<file path="config.mk">
export PLATFORM = sky130hd
export DESIGN_NAME = commit_tracker
export DESIGN_NICKNAME = d
export VERILOG_FILES = /design/src/hdl/sim_pkg.sv /design/src/hdl/commit_tracker.sv
export SDC_FILE = /design/constraint.sdc
export NUM_CORES = 1
export LEC_CHECK = 0
export BUFFER_PORTS_ARGS = -buffer_cell sky130_fd_sc_hd__buf_2
export CORE_AREA = 2 2 208 210
export DETAILED_ROUTE_END_ITERATION = 8
export DIE_AREA = 0 0 210 212
export GPL_ROUTABILITY_DRIVEN = 0
export SYNTH_ARGS = -nofsm -noshare
export SYNTH_HDL_FRONTEND = slang
export SYNTH_SLANG_ARGS = --single-unit
</file>
<file path="constraint.sdc">
create_clock -name clock -period 2.69 [get_ports clock]
set_input_delay 0.269 -clock clock [delete_from_list [all_inputs] [get_ports clock]]
set_output_delay 0.269 -clock clock [all_outputs]
set_load 0.05 [all_outputs]
</file>
<file path="src/hdl/sim_pkg.sv">
// shared widths, opcodes and memory map for the RV64I simulation top; imported by every RTL file
package sim_pkg;

  // one architectural word: register, pc and data values
  typedef logic [63:0] xlen_t;

  // raw 32-bit instruction word
  typedef logic [31:0] inst_t;

  // integer register index x0..x31
  typedef logic [4:0] reg_idx_t;

  // doubleword index into the unified RAM
  typedef logic [8:0] ram_idx_t;

  // bit-level write mask, one bit per data bit
  typedef logic [63:0] wmask_t;

  // trap code reported by the halt instruction
  typedef logic [7:0] trap_code_t;

  // free-running cycle and retired-instruction counters
  typedef logic [63:0] count_t;

  // reset pc, also the base address of the RAM
  localparam xlen_t PC_START = 64'h0000_0000_8000_0000;

  // RAM depth in doublewords, 4 KiB in total
  localparam int RAM_WORDS = 512;

  // major opcodes of the supported subset
  localparam logic [6:0] OPCODE_OP     = 7'h33;
  localparam logic [6:0] OPCODE_OP_IMM = 7'h13;
  localparam logic [6:0] OPCODE_LOAD   = 7'h03;
  localparam logic [6:0] OPCODE_STORE  = 7'h23;
  // custom halt, a0 low byte is the exit code
  localparam logic [6:0] OPCODE_TRAP   = 7'h6b;

  // core control state
  typedef enum logic {
    RUN,
    HALT
  } core_state_t;

endpackage

</file>
<file path="src/hdl/commit_tracker.sv">
// registers the core's retire into the commit and trap record and keeps the cycle counters
module commit_tracker (
  input  logic                clock,
  input  logic                reset,
  input  logic                wb_valid,
  input  sim_pkg::xlen_t      wb_pc,
  input  sim_pkg::inst_t      wb_inst,
  input  logic                wb_rd_wena,
  input  sim_pkg::reg_idx_t   wb_rd_index,
  input  sim_pkg::xlen_t      wb_rd_data,
  input  sim_pkg::xlen_t      trap_value,
  output logic                commit_valid,
  output logic                commit_skip,
  output logic                commit_wen,
  output sim_pkg::xlen_t      commit_pc,
  output sim_pkg::inst_t      commit_inst,
  output sim_pkg::reg_idx_t   commit_wdest,
  output sim_pkg::xlen_t      commit_wdata,
  output logic                trap_valid,
  output sim_pkg::trap_code_t trap_code,
  output sim_pkg::count_t     cycle_count,
  output sim_pkg::count_t     instr_count
);
  import sim_pkg::*;

  logic retire;

  // a zero pc never counts as a real commit
  assign retire = wb_valid && (wb_pc != '0);

  always_ff @(posedge clock) begin
    if (reset) begin
      commit_valid <= 1'b0;
      commit_skip  <= 1'b0;
      commit_wen   <= 1'b0;
      trap_valid   <= 1'b0;
      cycle_count  <= '0;
      instr_count  <= '0;
    end else begin
      commit_valid <= retire;
      // checker skips the very first instruction
      commit_skip  <= retire && (wb_pc == PC_START);
      commit_wen   <= retire && wb_rd_wena;
      trap_valid   <= retire && (wb_inst[6:0] == OPCODE_TRAP);
      cycle_count  <= cycle_count + count_t'(1);
      instr_count  <= instr_count + count_t'(retire);
    end
  end

  // record payload
  always_ff @(posedge clock) begin
    commit_pc    <= wb_pc;
    commit_inst  <= wb_inst;
    commit_wdest <= wb_rd_index;
    commit_wdata <= wb_rd_data;
    trap_code    <= trap_value[7:0];
  end

endmodule

</file>
==> Word level (Yosys, flattened, before mapping) <==
Cells that the tools add are included.
{ "op_classes": {"n_reduce_logical": 5, "n_addsub": 2, "n_eq_ne": 2} }
{ "ops": {"columns": ["op", "n"], "rows": [
  ["64-bit by 1-bit adder with 64-bit output", 1],
  ["64-bit by 1-bit adder with 64-bit output, second input constant", 1],
  ["64-bit by 32-bit equality test with 1-bit output, second input constant", 1],
  ["64-bit nonzero test", 1],
  ["7-bit equality test, second input constant", 1],
  ["1-bit logical AND", 4]
]} }
{ "totals": {"input_bits": 233, "reg_bits": 305, "output_inout_bits": 305, "elab_cells": 20} }

==> Longest topological paths before layout <==
Gate-level depths: netlist (run 1).
{ "logic_depth": {"word_depth": 3, "mapped_depth": 13, "mapped_depth_nobuf": 11} }

==> Worst setup path after synthesis (run 1) <==
Ideal clock, no wire load.
{ "synth_path": {"path_kind": "input to register", "from": "in wb_pc[30]", "to": "reg instr_count[32]", "t_arrival_ns": 2.709, "n_path_buf": 2, "setup_ns": 0.128, "required_time_ns": 2.562, "path_stages": 13, "slack_ns": -0.147, "path_cell_list": "nor4_1 nand4_1 nor4_1 a21boi_0 ha_1 ha_1 nand4_1 nor2_1 nand4_1 clkbuf_1 clkbuf_1 xor2_1 nor2_1"} }
{ "synth_via": {"elab_chain_len": 3} }
{ "synth_rtl": {"columns": ["item", "line_no", "text"], "rows": [
  ["from (decl)", "commit_tracker.sv:6", "input sim_pkg::xlen_t wb_pc,"],
  ["64-bit nonzero test", "commit_tracker.sv:29", "assign retire = wb_valid && (wb_pc != '0);"],
  ["1-bit logical AND", "commit_tracker.sv:29", null],
  ["named net retire", "commit_tracker.sv:26", "logic retire;"],
  ["64-bit by 1-bit adder with 64-bit output", "commit_tracker.sv:46", "instr_count <= instr_count + count_t'(retire);"],
  ["to (signal assigned)", "commit_tracker.sv:46", null],
  ["to (decl)", "commit_tracker.sv:22", "output sim_pkg::count_t instr_count"]
]} }
The timed path passes the listed nets, and every way through them passes these cells.
A chain may end at the register's enable or synchronous reset.

==> Final worst setup path (run 1) <==
{ "layout_path": {"from": "in wb_pc[30]", "to": "reg instr_count[56]"} }
Same word-level chain as after synthesis.

==> flow_summary.toml, run 1 <==
[synthesis]
synth_common_cells = "dfxtp_1 (305), nor2_1 (89), a21oi_1 (54)"
synth_top_area_share_pct = 62.4
synth_edf_count = 0
synth_seq_area_share_pct = 62.4
synthFlopType = "dfxtp_1"
synth_area_um2 = 9780
yosys.area.top_type = "dfxtp_1"
syn_avg_cell_area_um2 = 10.5
synth_nets = 1163
yosysMostFrequentCell = "dfxtp_1"
synthTopCellsByArea = "dfxtp_1 (62%), xor2_1 (3.6%), nor2_1 (3.4%)"
ys_types = 44
synth-seq-cells = 305
netlist_instances = 927
async_flop_share_pct = 0
yosysWarnings = 0

[sta]
clock.fmax_mhz = 395
max_slew_margin_pct = 56.5
skew_ns = 0.0231
min_period_over_period_pct = 94.1
setup_viol = 0
slew_violations = 0
worst_pin_slew_ns = 0.652
hold_slack_ns = 0.0765
period_needed_ns = 2.53
tns_ns = 0
rsz0062_at_grt = "false"
final_hold_viol_count = 0

[detailed_routing]
vias = 10153
drt-total-wl_mm = 41.5
via_per_inst = 4.58
firstDrtPassIters = 5
detail-route-antenna-nets = 0
wl_per_cell_um = 18.7
drt_iter0_markers = 587
drc = 0

[clock_tree]
clk_pin_slew_worst_paths_ns = 0.06
cts_buffers = 36
cts_tree = "built"
insertion_delay_ns = 0.54
root_buffer = "clkbuf_16"
htreeDepth = 2
clockBufferDepth = 3
clock-sinks = 305

[critical_path]
regToRegEndpoint = "cycle_count[52]$_SDFF_PP0_"
r2r_start = "cycle_count[22]$_SDFF_PP0_"
r2r_setup_slack_ns = 0.23
crit_required_ns = 3.13
crit_type = "input pin to register"
crit_fanout = 21
crit_start = "wb_pc[30]"
cp-start-kind = "input pin"
worst-r2r-cell-count = 5
cp.arrival_ns = 2.97
end_kind = "register"

[global_route]
grt_pass1_wl_mm = 59.7
grt_pass1_vias = 9845
grtUsageMet3_pct = 5.08
antenna_found_initial = 13
use_met2_pct = 30.5
grt_use_total_pct = 17.9
grt_max_degree = 54
top_usage_layer = "met2"
met1_usage_pct = 18.6
overflow = 0

[min_path]
hold_path_end = "commit_valid$_SDFF_PP0_"
min_path_cells = 3
hold_start = "wb_valid"
hp-class = "input pin to register"

[layout]
final_nets = 1877
drive_gt1_share_pct = 36.9
syn_to_final_growth_pct = 66.4
fin_area_um2 = 16300
ff_latch_area_um2 = 6110
final_cells = 2217
multiInputGateArea_um2 = 3530
nFillCells = 4179

[placement]
post_dp_cell_area_um2 = 13200
place_inst = 1975
io_buffers = 481
hpwlAfterDp_mm = 31.3

[power]
pwr_density_cell_nw_per_um2 = 689
power_w = 0.0112
power_leakage_nw = 7.04
max-vdd-ir-drop_mv = 0.394

[floorplanning]
core_area_um2 = 42500
die_h_um = 212
die_x_um = 210
std_cell_rows = 76
ios = 538
start_util_pct = 23.0
dieArea_um2 = 44500

[run]
maxCapViolations = 0

[run_status]
status = "finished clean"
sequential cells by signal, summed over array words and instances (netlist names):
register,cells
commit_wdata,64
cycle_count,64
trap_valid,1
commit_wdest,5
commit_valid,1
trap_code,8
commit_inst,32
instr_count,64
commit_wen,1
commit_skip,1
commit_pc,64
worst max-delay path by stage:
stage | to | slack, ns | depth (start not counted)
floorplan | instr_count[32]$_SDFF_PP0_ | 0.006 | 13
global placement | instr_count[32]$_SDFF_PP0_ | -0.68 | 15
detailed placement | instr_count[32]$_SDFF_PP0_ | -0.64 | 15
CTS | instr_count[56]$_SDFF_PP0_ | 0.04 | 11
global route | instr_count[56]$_SDFF_PP0_ | 0.02 | 14
finish | instr_count[56]$_SDFF_PP0_ | 0.16 | 15
final cells by class:
type	instances	share of cell area, %
diodes	3	0.0461
clock buffers	49	6.27
clock inverters	16	1.78
inverters	15	0.346
multi-input cells	579	21.7
flip-flops and latches	305	37.5
well taps	546	4.20
repair buffers	704	28.1
cells in the final DEF, fill, tap and decap left out, types with 36 or more instances in the layout:
master / count
dlygate4sd3_1: 174
nand2_1: 45
buf_4: 46
xor2_1: 40
nor2_1: 88
clkbuf_16: 36
dfxtp_1: 302
buf_2: 480
a21oi_1: 54
nand3_1: 53
nand4_1: 47
metrics by stage:
stage | setup slack, ns | utilization [%]
2_1_floorplan | 0.00648 | -
3_3_place_gp | -0.684 | 31.0
3_5_place_dp | -0.640 | 31.0
4_1_cts | 0.0412 | 38.2
5_1_grt | 0.0194 | 38.3
6_report | 0.158 | 38.3
kinds of logic (layout without fill, tap and decap cells):
kind of cell / count (synthesis) / count (layout) / synth area share [%]
buf+inv: 43 / 784 / 1.78
xor+xnor: 68 / 68 / 6.09
simple gates: 397 / 397 / 22.6
mux: 3 / 3 / 0.345
fa+ha+maj: 3 / 3 / 0.384
other cells: 0 / 3 / 0
flops: 305 / 305 / 62.4
compound gates: 108 / 108 / 6.35
per-layer routing:
metal  vias up  part of all wire [%]
met5         -                 0.065
met4         4                   8.1
met3       115                   7.4
met2       464                    48
met1      4802                    36
li1       4768                     -
repair_timing:
| item | 4_1_cts | 5_1_grt |
|---|---|---|
| gates resized for setup | 1 | 4 |
| hold endpoints to repair | 174 | 0 |
| endpoints found under the setup margin | 14 | 13 |
| gates cloned | 0 | 0 |
| setup buffers | 0 | 0 |
| pin swaps | 0 | 0 |
| hold buffers | 174 | 0 |
where the power goes:
part | switching [W] | internal [W]
clock network | 0.00198 | 0.00335
registers | 0.0000715 | 0.00467
logic | 0.000760 | 0.000376
worst max-delay path, cell delays in order:
cell and delay, ns:
buf_2 0.12, nor4_2 0.42, buf_4 0.18, nand4_1 0.15
nor4_4 0.37, buf_4 0.17, a21boi_0 0.08, ha_1 0.22
ha_1 0.20, nand4_1 0.15, nor2_2 0.09, nand4_1 0.14
buf_12 0.17, o41ai_1 0.09, a21oi_1 0.15
Power figures use the tool's default switching activity.
==> run 2: changes to the inputs <==
Settings changed: CORE_AREA 2 2 208 210 to 2 2 210 212, DIE_AREA 0 0 210 212 to 0 0 212 214, RECOVER_POWER set to 50, SETUP_SLACK_MARGIN set to 0.1.
Clock period 2.69 ns to 2.5 ns, I/O delays scaled along.
==> run 2 against run 1 <==
Largest cell class unchanged. Sequential power up 7.6%. Global-route usage up 3.4 points. Combinational power increased by 9.6%. Final area increased by 1.5%. Routed wire length increased by 22%.
==> flow_summary.toml, run 2 (synthesis gave the netlist of run 1 again) <==
[floorplanning]
ios = 538
die_h_um = 214
std_cell_rows = 76
start_util_pct = 22.8
dieArea_um2 = 45400
core_area_um2 = 42900
die_x_um = 212

[power]
pwr_density_cell_nw_per_um2 = 720
power_leakage_nw = 6.63
max-vdd-ir-drop_mv = 0.537
power_w = 0.0119

[clock_tree]
clock-sinks = 305
cts_tree = "built"
cts_buffers = 37
htreeDepth = 2
clk_pin_slew_worst_paths_ns = 0.06
insertion_delay_ns = 0.54
root_buffer = "clkbuf_16"
clockBufferDepth = 3

[critical_path]
r2r_start = "cycle_count[22]$_SDFF_PP0_"
cp.buffers_inverters = 4
crit_fanout = 6
worstPathCellList = "clkbuf_1 > nor4_2 > nand4_1 > buf_12 > nor4_4 > a21boi_2 > ha_2 > ha_4 > nand4_1 > nor2_2 > nand4_1 > buf_6 > buf_12 > or4_4 > a21oi_2"
worst-r2r-cell-count = 5
cp-start-kind = "input pin"
regToRegEndpoint = "cycle_count[60]$_SDFF_PP0_"
r2r_setup_slack_ns = 0.12
end_kind = "register"
crit_family = "simple AND/OR/NAND/NOR gates"
crit_path_max_incr_delay_ns = 0.48
crit_required_ns = 2.97
slowest_stage = "or4_4"
cp.arrival_ns = 2.86
crit_type = "input pin to register"
cp_common_cell = "nand4_1"

[layout]
nFillCells = 4317
drive_gt1_share_pct = 29.1
final_nets = 1897
mostFrequentLayoutCells = "buf_2 (265), dfxtp_1 (264), clkbuf_1 (221), dlygate4sd3_1 (174), nor2_1 (88)"
fin_area_um2 = 16500
final_common_cell = "buf_2"
syn_to_final_growth_pct = 68.9
ff_latch_area_um2 = 6190
multiInputGateArea_um2 = 3770

[min_path]
hold_path_end = "trap_valid$_SDFF_PP0_"
min_path_cells = 4
hp-class = "input pin to register"
hold_start = "wb_pc[31]"

[sta]
setup_viol = 0
slew_violations = 0
rsz0062_at_grt = "true"
clock.fmax_mhz = 418
worst_pin_slew_ns = 0.764
timing.final.ws_setup_ns = 0.106
min_period_over_period_pct = 95.8
period_needed_ns = 2.39
skew_ns = 0.0160
final_hold_viol_count = 0
max_slew_margin_pct = 49.3

[detailed_routing]
detail-route-antenna-nets = 0
vias = 10410
wl_per_cell_um = 22.3
drc = 0
firstDrtPassIters = 5
drt_iter0_markers = 631
drt-total-wl_mm = 50.8
via_per_inst = 4.57

[run_status]
status = "finished clean"

[global_route]
grt_use_total_pct = 21.2
grt_pass1_wl_mm = 70.1
overflow = 0
grt_pass1_vias = 10185
grt_max_degree = 64
antenna_found_initial = 13

[placement]
hpwlAfterDp_mm = 39.0
post_dp_cell_area_um2 = 13400
io_buffers = 481
dpl_worst_slack_ns = -0.812

[run]
maxCapViolations = 0
-- run 2: worst min-delay path: cells and delay by family --
family / cells / cell delay [ns]
AO/OA/AOI/OAI: 1 / 0.07
buffers and inverters: 3 / 0.31
-- run 2: how the worst max path moves through the flow --
stage                                    start                    endpoint  slack [ns]  cells after the start
finish                               wb_pc[11]  instr_count[60]$_SDFF_PP0_        0.11                     15
global route                         wb_pc[11]  instr_count[43]$_SDFF_PP0_        0.03                     14
CTS                 cycle_count[17]$_SDFF_PP0_  cycle_count[60]$_SDFF_PP0_        0.10                      5
detailed placement                   wb_pc[42]  instr_count[62]$_SDFF_PP0_       -0.81                     13
global placement                     wb_pc[43]  instr_count[62]$_SDFF_PP0_       -0.72                     13
floorplan                            wb_pc[11]  instr_count[32]$_SDFF_PP0_        0.07                     13
-- run 2: through the flow --
stage	hold WS, ns	util, %	cells	TNS (ns)
2_1_floorplan	0.278	-	927	0
3_3_place_gp	0.352	31.1	2016	-29.73
3_5_place_dp	0.354	31.1	2016	-29.63
4_1_cts	0.125	38.2	2259	0
5_1_grt	0.173	38.5	2275	0
6_report	0.155	38.5	2278	0
-- run 2: layout make-up --
type	instances	share of cell area (%)
Clock buffer	56	6.66
Inverter	15	0.341
Antenna cell	4	0.0606
Tap cell	585	4.43
Multi-Input combinational cell	581	22.8
Timing Repair Buffer	721	27.3
Sequential cell	305	37.5
Clock inverter	11	0.863
-- run 2: repair_timing --
action	4_1_cts	5_1_grt
setup buffers	1	11
hold endpoints to repair	175	0
gates resized for setup	6	55
pin swaps	3	28
setup endpoints to repair	45	47
cloned	1	4
hold buffers	174	0
-- run 2: metal layers --
metal / share of wire, % / GRT usage (%)
met5: 0.091 / 0
met3: 7.1 / 5.04
met2: 49 / 36.3
met4: 3.3 / 8.57
met1: 40 / 25.5
-- run 2: where the power goes --
group          switching [W]  internal, W
Clock                0.00217      0.00336
Combinational       0.000883     0.000366
Sequential         0.0000968      0.00501
==> run 3: changes to the inputs <==
Settings changed: CORE_AREA 2 2 210 212 to 2 2 208 210, DIE_AREA 0 0 212 214 to 0 0 210 212.
Clock period 2.5 ns to 2.1 ns, I/O delays scaled along.
==> run 3 against run 2 <==
Non-clock buffer count increased by 99. Final area up 9.4%. First-iteration DRC count grew 8.9%. Critical endpoint is now instr_count[54]$_SDFF_PP0_. Routed wire length up 1.6%. Total power is 20% higher. Clock skew decreased by 0.0015 ns. The flow now finishes with violations (negative setup slack). Sequential power is 19% higher. Worst hold slack worse by 0.10 ns.
==> flow_summary.toml, run 3 (synthesis gave the netlist of run 1 again) <==
[run_status]
status = "finished with violations"
violations = "negative setup slack"

[critical_path]
worstPathCellList = "buf_8 > nor4_4 > buf_4 > nand4_1 > buf_4 > nor4_4 > a21boi_1 > ha_2 > ha_4 > nand4_1 > nor2_2 > nand4_1 > buf_12 > or4_4 > a21oi_2"
crit_fanout = 21
cp_common_cell = "nand4_1"
regToRegEndpoint = "cycle_count[52]$_SDFF_PP0_"
crit_path_max_incr_delay_ns = 0.48
end_kind = "register"
worst-r2r-cell-count = 5
slowest_stage = "or4_4"
crit_type = "input pin to register"
cp.arrival_ns = 2.75
r2r_start = "cycle_count[28]$_SDFF_PP0_"
cp-start-kind = "input pin"
crit_required_ns = 2.56
r2r_setup_slack_ns = -0.16

[clock_tree]
htreeDepth = 2
cts_tree = "built"
clockBufferDepth = 3
clock-sinks = 305
clk_pin_slew_worst_paths_ns = 0.06
cts_buffers = 36
insertion_delay_ns = 0.54
root_buffer = "clkbuf_16"

[layout]
drive_gt1_share_pct = 50.3
nFillCells = 4000
syn_to_final_growth_pct = 84.8
multiInputGateArea_um2 = 4220
ff_latch_area_um2 = 6250
final_core_util_pct = 42.5
final_nets = 1996
final_common_cell = "buf_2"
mostFrequentLayoutCells = "buf_2 (473), dfxtp_1 (223), dlygate4sd3_1 (174), buf_4 (146), nor2_1 (87)"

[sta]
skew_ns = 0.0145
setup_viol = 55
min_period_over_period_pct = 109
max_slew_margin_pct = 66.6
slew_violations = 0
final_hold_viol_count = 0
period_needed_ns = 2.29
worst_pin_slew_ns = 0.501
timing.final.ws_setup_ns = -0.193
rsz0062_at_grt = "true"
clock.fmax_mhz = 436

[power]
sw_frac_of_total_pct = 26.4
p_int_w = 0.0105
power_frac_comb_pct = 11.1
power_w = 0.0143
p_sw_w = 0.00377
seqPwrFrac_pct = 42.5
clkPwrFrac_pct = 46.4
power_leakage_nw = 7.88
max-vdd-ir-drop_mv = 0.670
pwr_density_cell_nw_per_um2 = 791

[detailed_routing]
detail-route-antenna-nets = 0
drt-total-wl_mm = 51.6
vias = 10857
drc = 0
firstDrtPassIters = 7
wl_per_cell_um = 22.0
via_per_inst = 4.63
drt_iter0_markers = 687

[floorplanning]
die_x_um = 210
dieArea_um2 = 44500
start_util_pct = 23.0
core_area_um2 = 42500
ios = 538
die_h_um = 212
std_cell_rows = 76

[global_route]
grt_pass1_vias = 10530
met1_usage_pct = 26.9
grt_pass1_wl_mm = 70.6
antenna_found_initial = 29
grt_max_degree = 68
grtUsageMet3_pct = 6.29
overflow = 0
use_met2_pct = 35.5
grt_use_total_pct = 22.1
top_usage_layer = "met2"

[min_path]
hp-class = "input pin to register"
hold_start = "reset"
min_path_cells = 2
hold_path_end = "instr_count[49]$_SDFF_PP0_"

[placement]
hpwlAfterDp_mm = 40.0
io_buffers = 481

[run]
maxCapViolations = 0
==> run 3: power groups by stage <==
stage          Combinational [W]  Clock [W]  Sequential, W
2_1_floorplan          0.0000635          0        0.00681
3_3_place_gp             0.00126          0        0.00620
3_5_place_dp             0.00127          0        0.00619
4_1_cts                  0.00157    0.00675        0.00607
5_1_grt                  0.00164    0.00700        0.00608
6_report                 0.00159    0.00663        0.00607
==> run 3: cell type report <==
class                      instances  share of cell area (%)
timing repair buffer             820                    30.8
clock buffer                      49                    5.83
antenna                           12                   0.166
inverter                          15                   0.311
multi-input combinational        582                    23.4
clock inverter                    17                    1.14
tap                              546                    3.78
sequential                       305                    34.6
==> run 3: worst max-delay path by stage <==
stage                                  to                  startpoint  slack [ns]  cells past startpoint
2_1_floorplan  cycle_count[60]$_SDFF_PP0_  cycle_count[24]$_SDFF_PP0_       -0.29                      5
3_3_place_gp   instr_count[32]$_SDFF_PP0_                   wb_pc[39]       -0.91                     15
3_5_place_dp   instr_count[32]$_SDFF_PP0_                   wb_pc[51]       -0.90                     15
4_1_cts        cycle_count[52]$_SDFF_PP0_  cycle_count[18]$_SDFF_PP0_       -0.14                      5
5_1_grt        instr_count[40]$_SDFF_PP0_                   wb_pc[49]       -0.25                     15
6_report       instr_count[54]$_SDFF_PP0_                   wb_pc[46]       -0.19                     15
==> run 3: routing by layer <==
metal / vias up / wire [um]
li1: 5040 / -
met1: 5205 / 21500
met2: 491 / 23300
met3: 107 / 3880
met4: 14 / 2870
met5: - / 94
==> run 3: through the flow <==
stage | hold WS [ns] | std cells | instance area (um2) | TNS [ns] | setup WS [ns]
after global placement | 0.312 | 2066 | 14200 | -48.33 | -0.911
after CTS | 0.0284 | 2319 | 17600 | -3.22 | -0.138
after floorplan | 0.238 | 927 | 10200 | -5.59 | -0.285
final | 0.0499 | 2346 | 18100 | -5.48 | -0.193
after detailed placement | 0.314 | 2066 | 14200 | -47.50 | -0.902
after global routing | 0.0397 | 2338 | 18100 | -9.26 | -0.253
==> run 3: what timing repair did <==
action	in CTS	in global routing
gates resized for setup	57	71
cloned	4	1
buffers inserted	10	14
pin swaps	45	38
endpoints found under the hold margin	175	0
hold buffers	174	0
setup endpoints to repair	77	79
==> run 3: critical path, delay by kind of cell <==
family,cells,cell delay [ns]
AND/OR/NAND/NOR,7,1.22
buffers and inverters,4,0.61
AO/OA/AOI/OAI,2,0.32
adder cells (fa/ha/maj),2,0.38
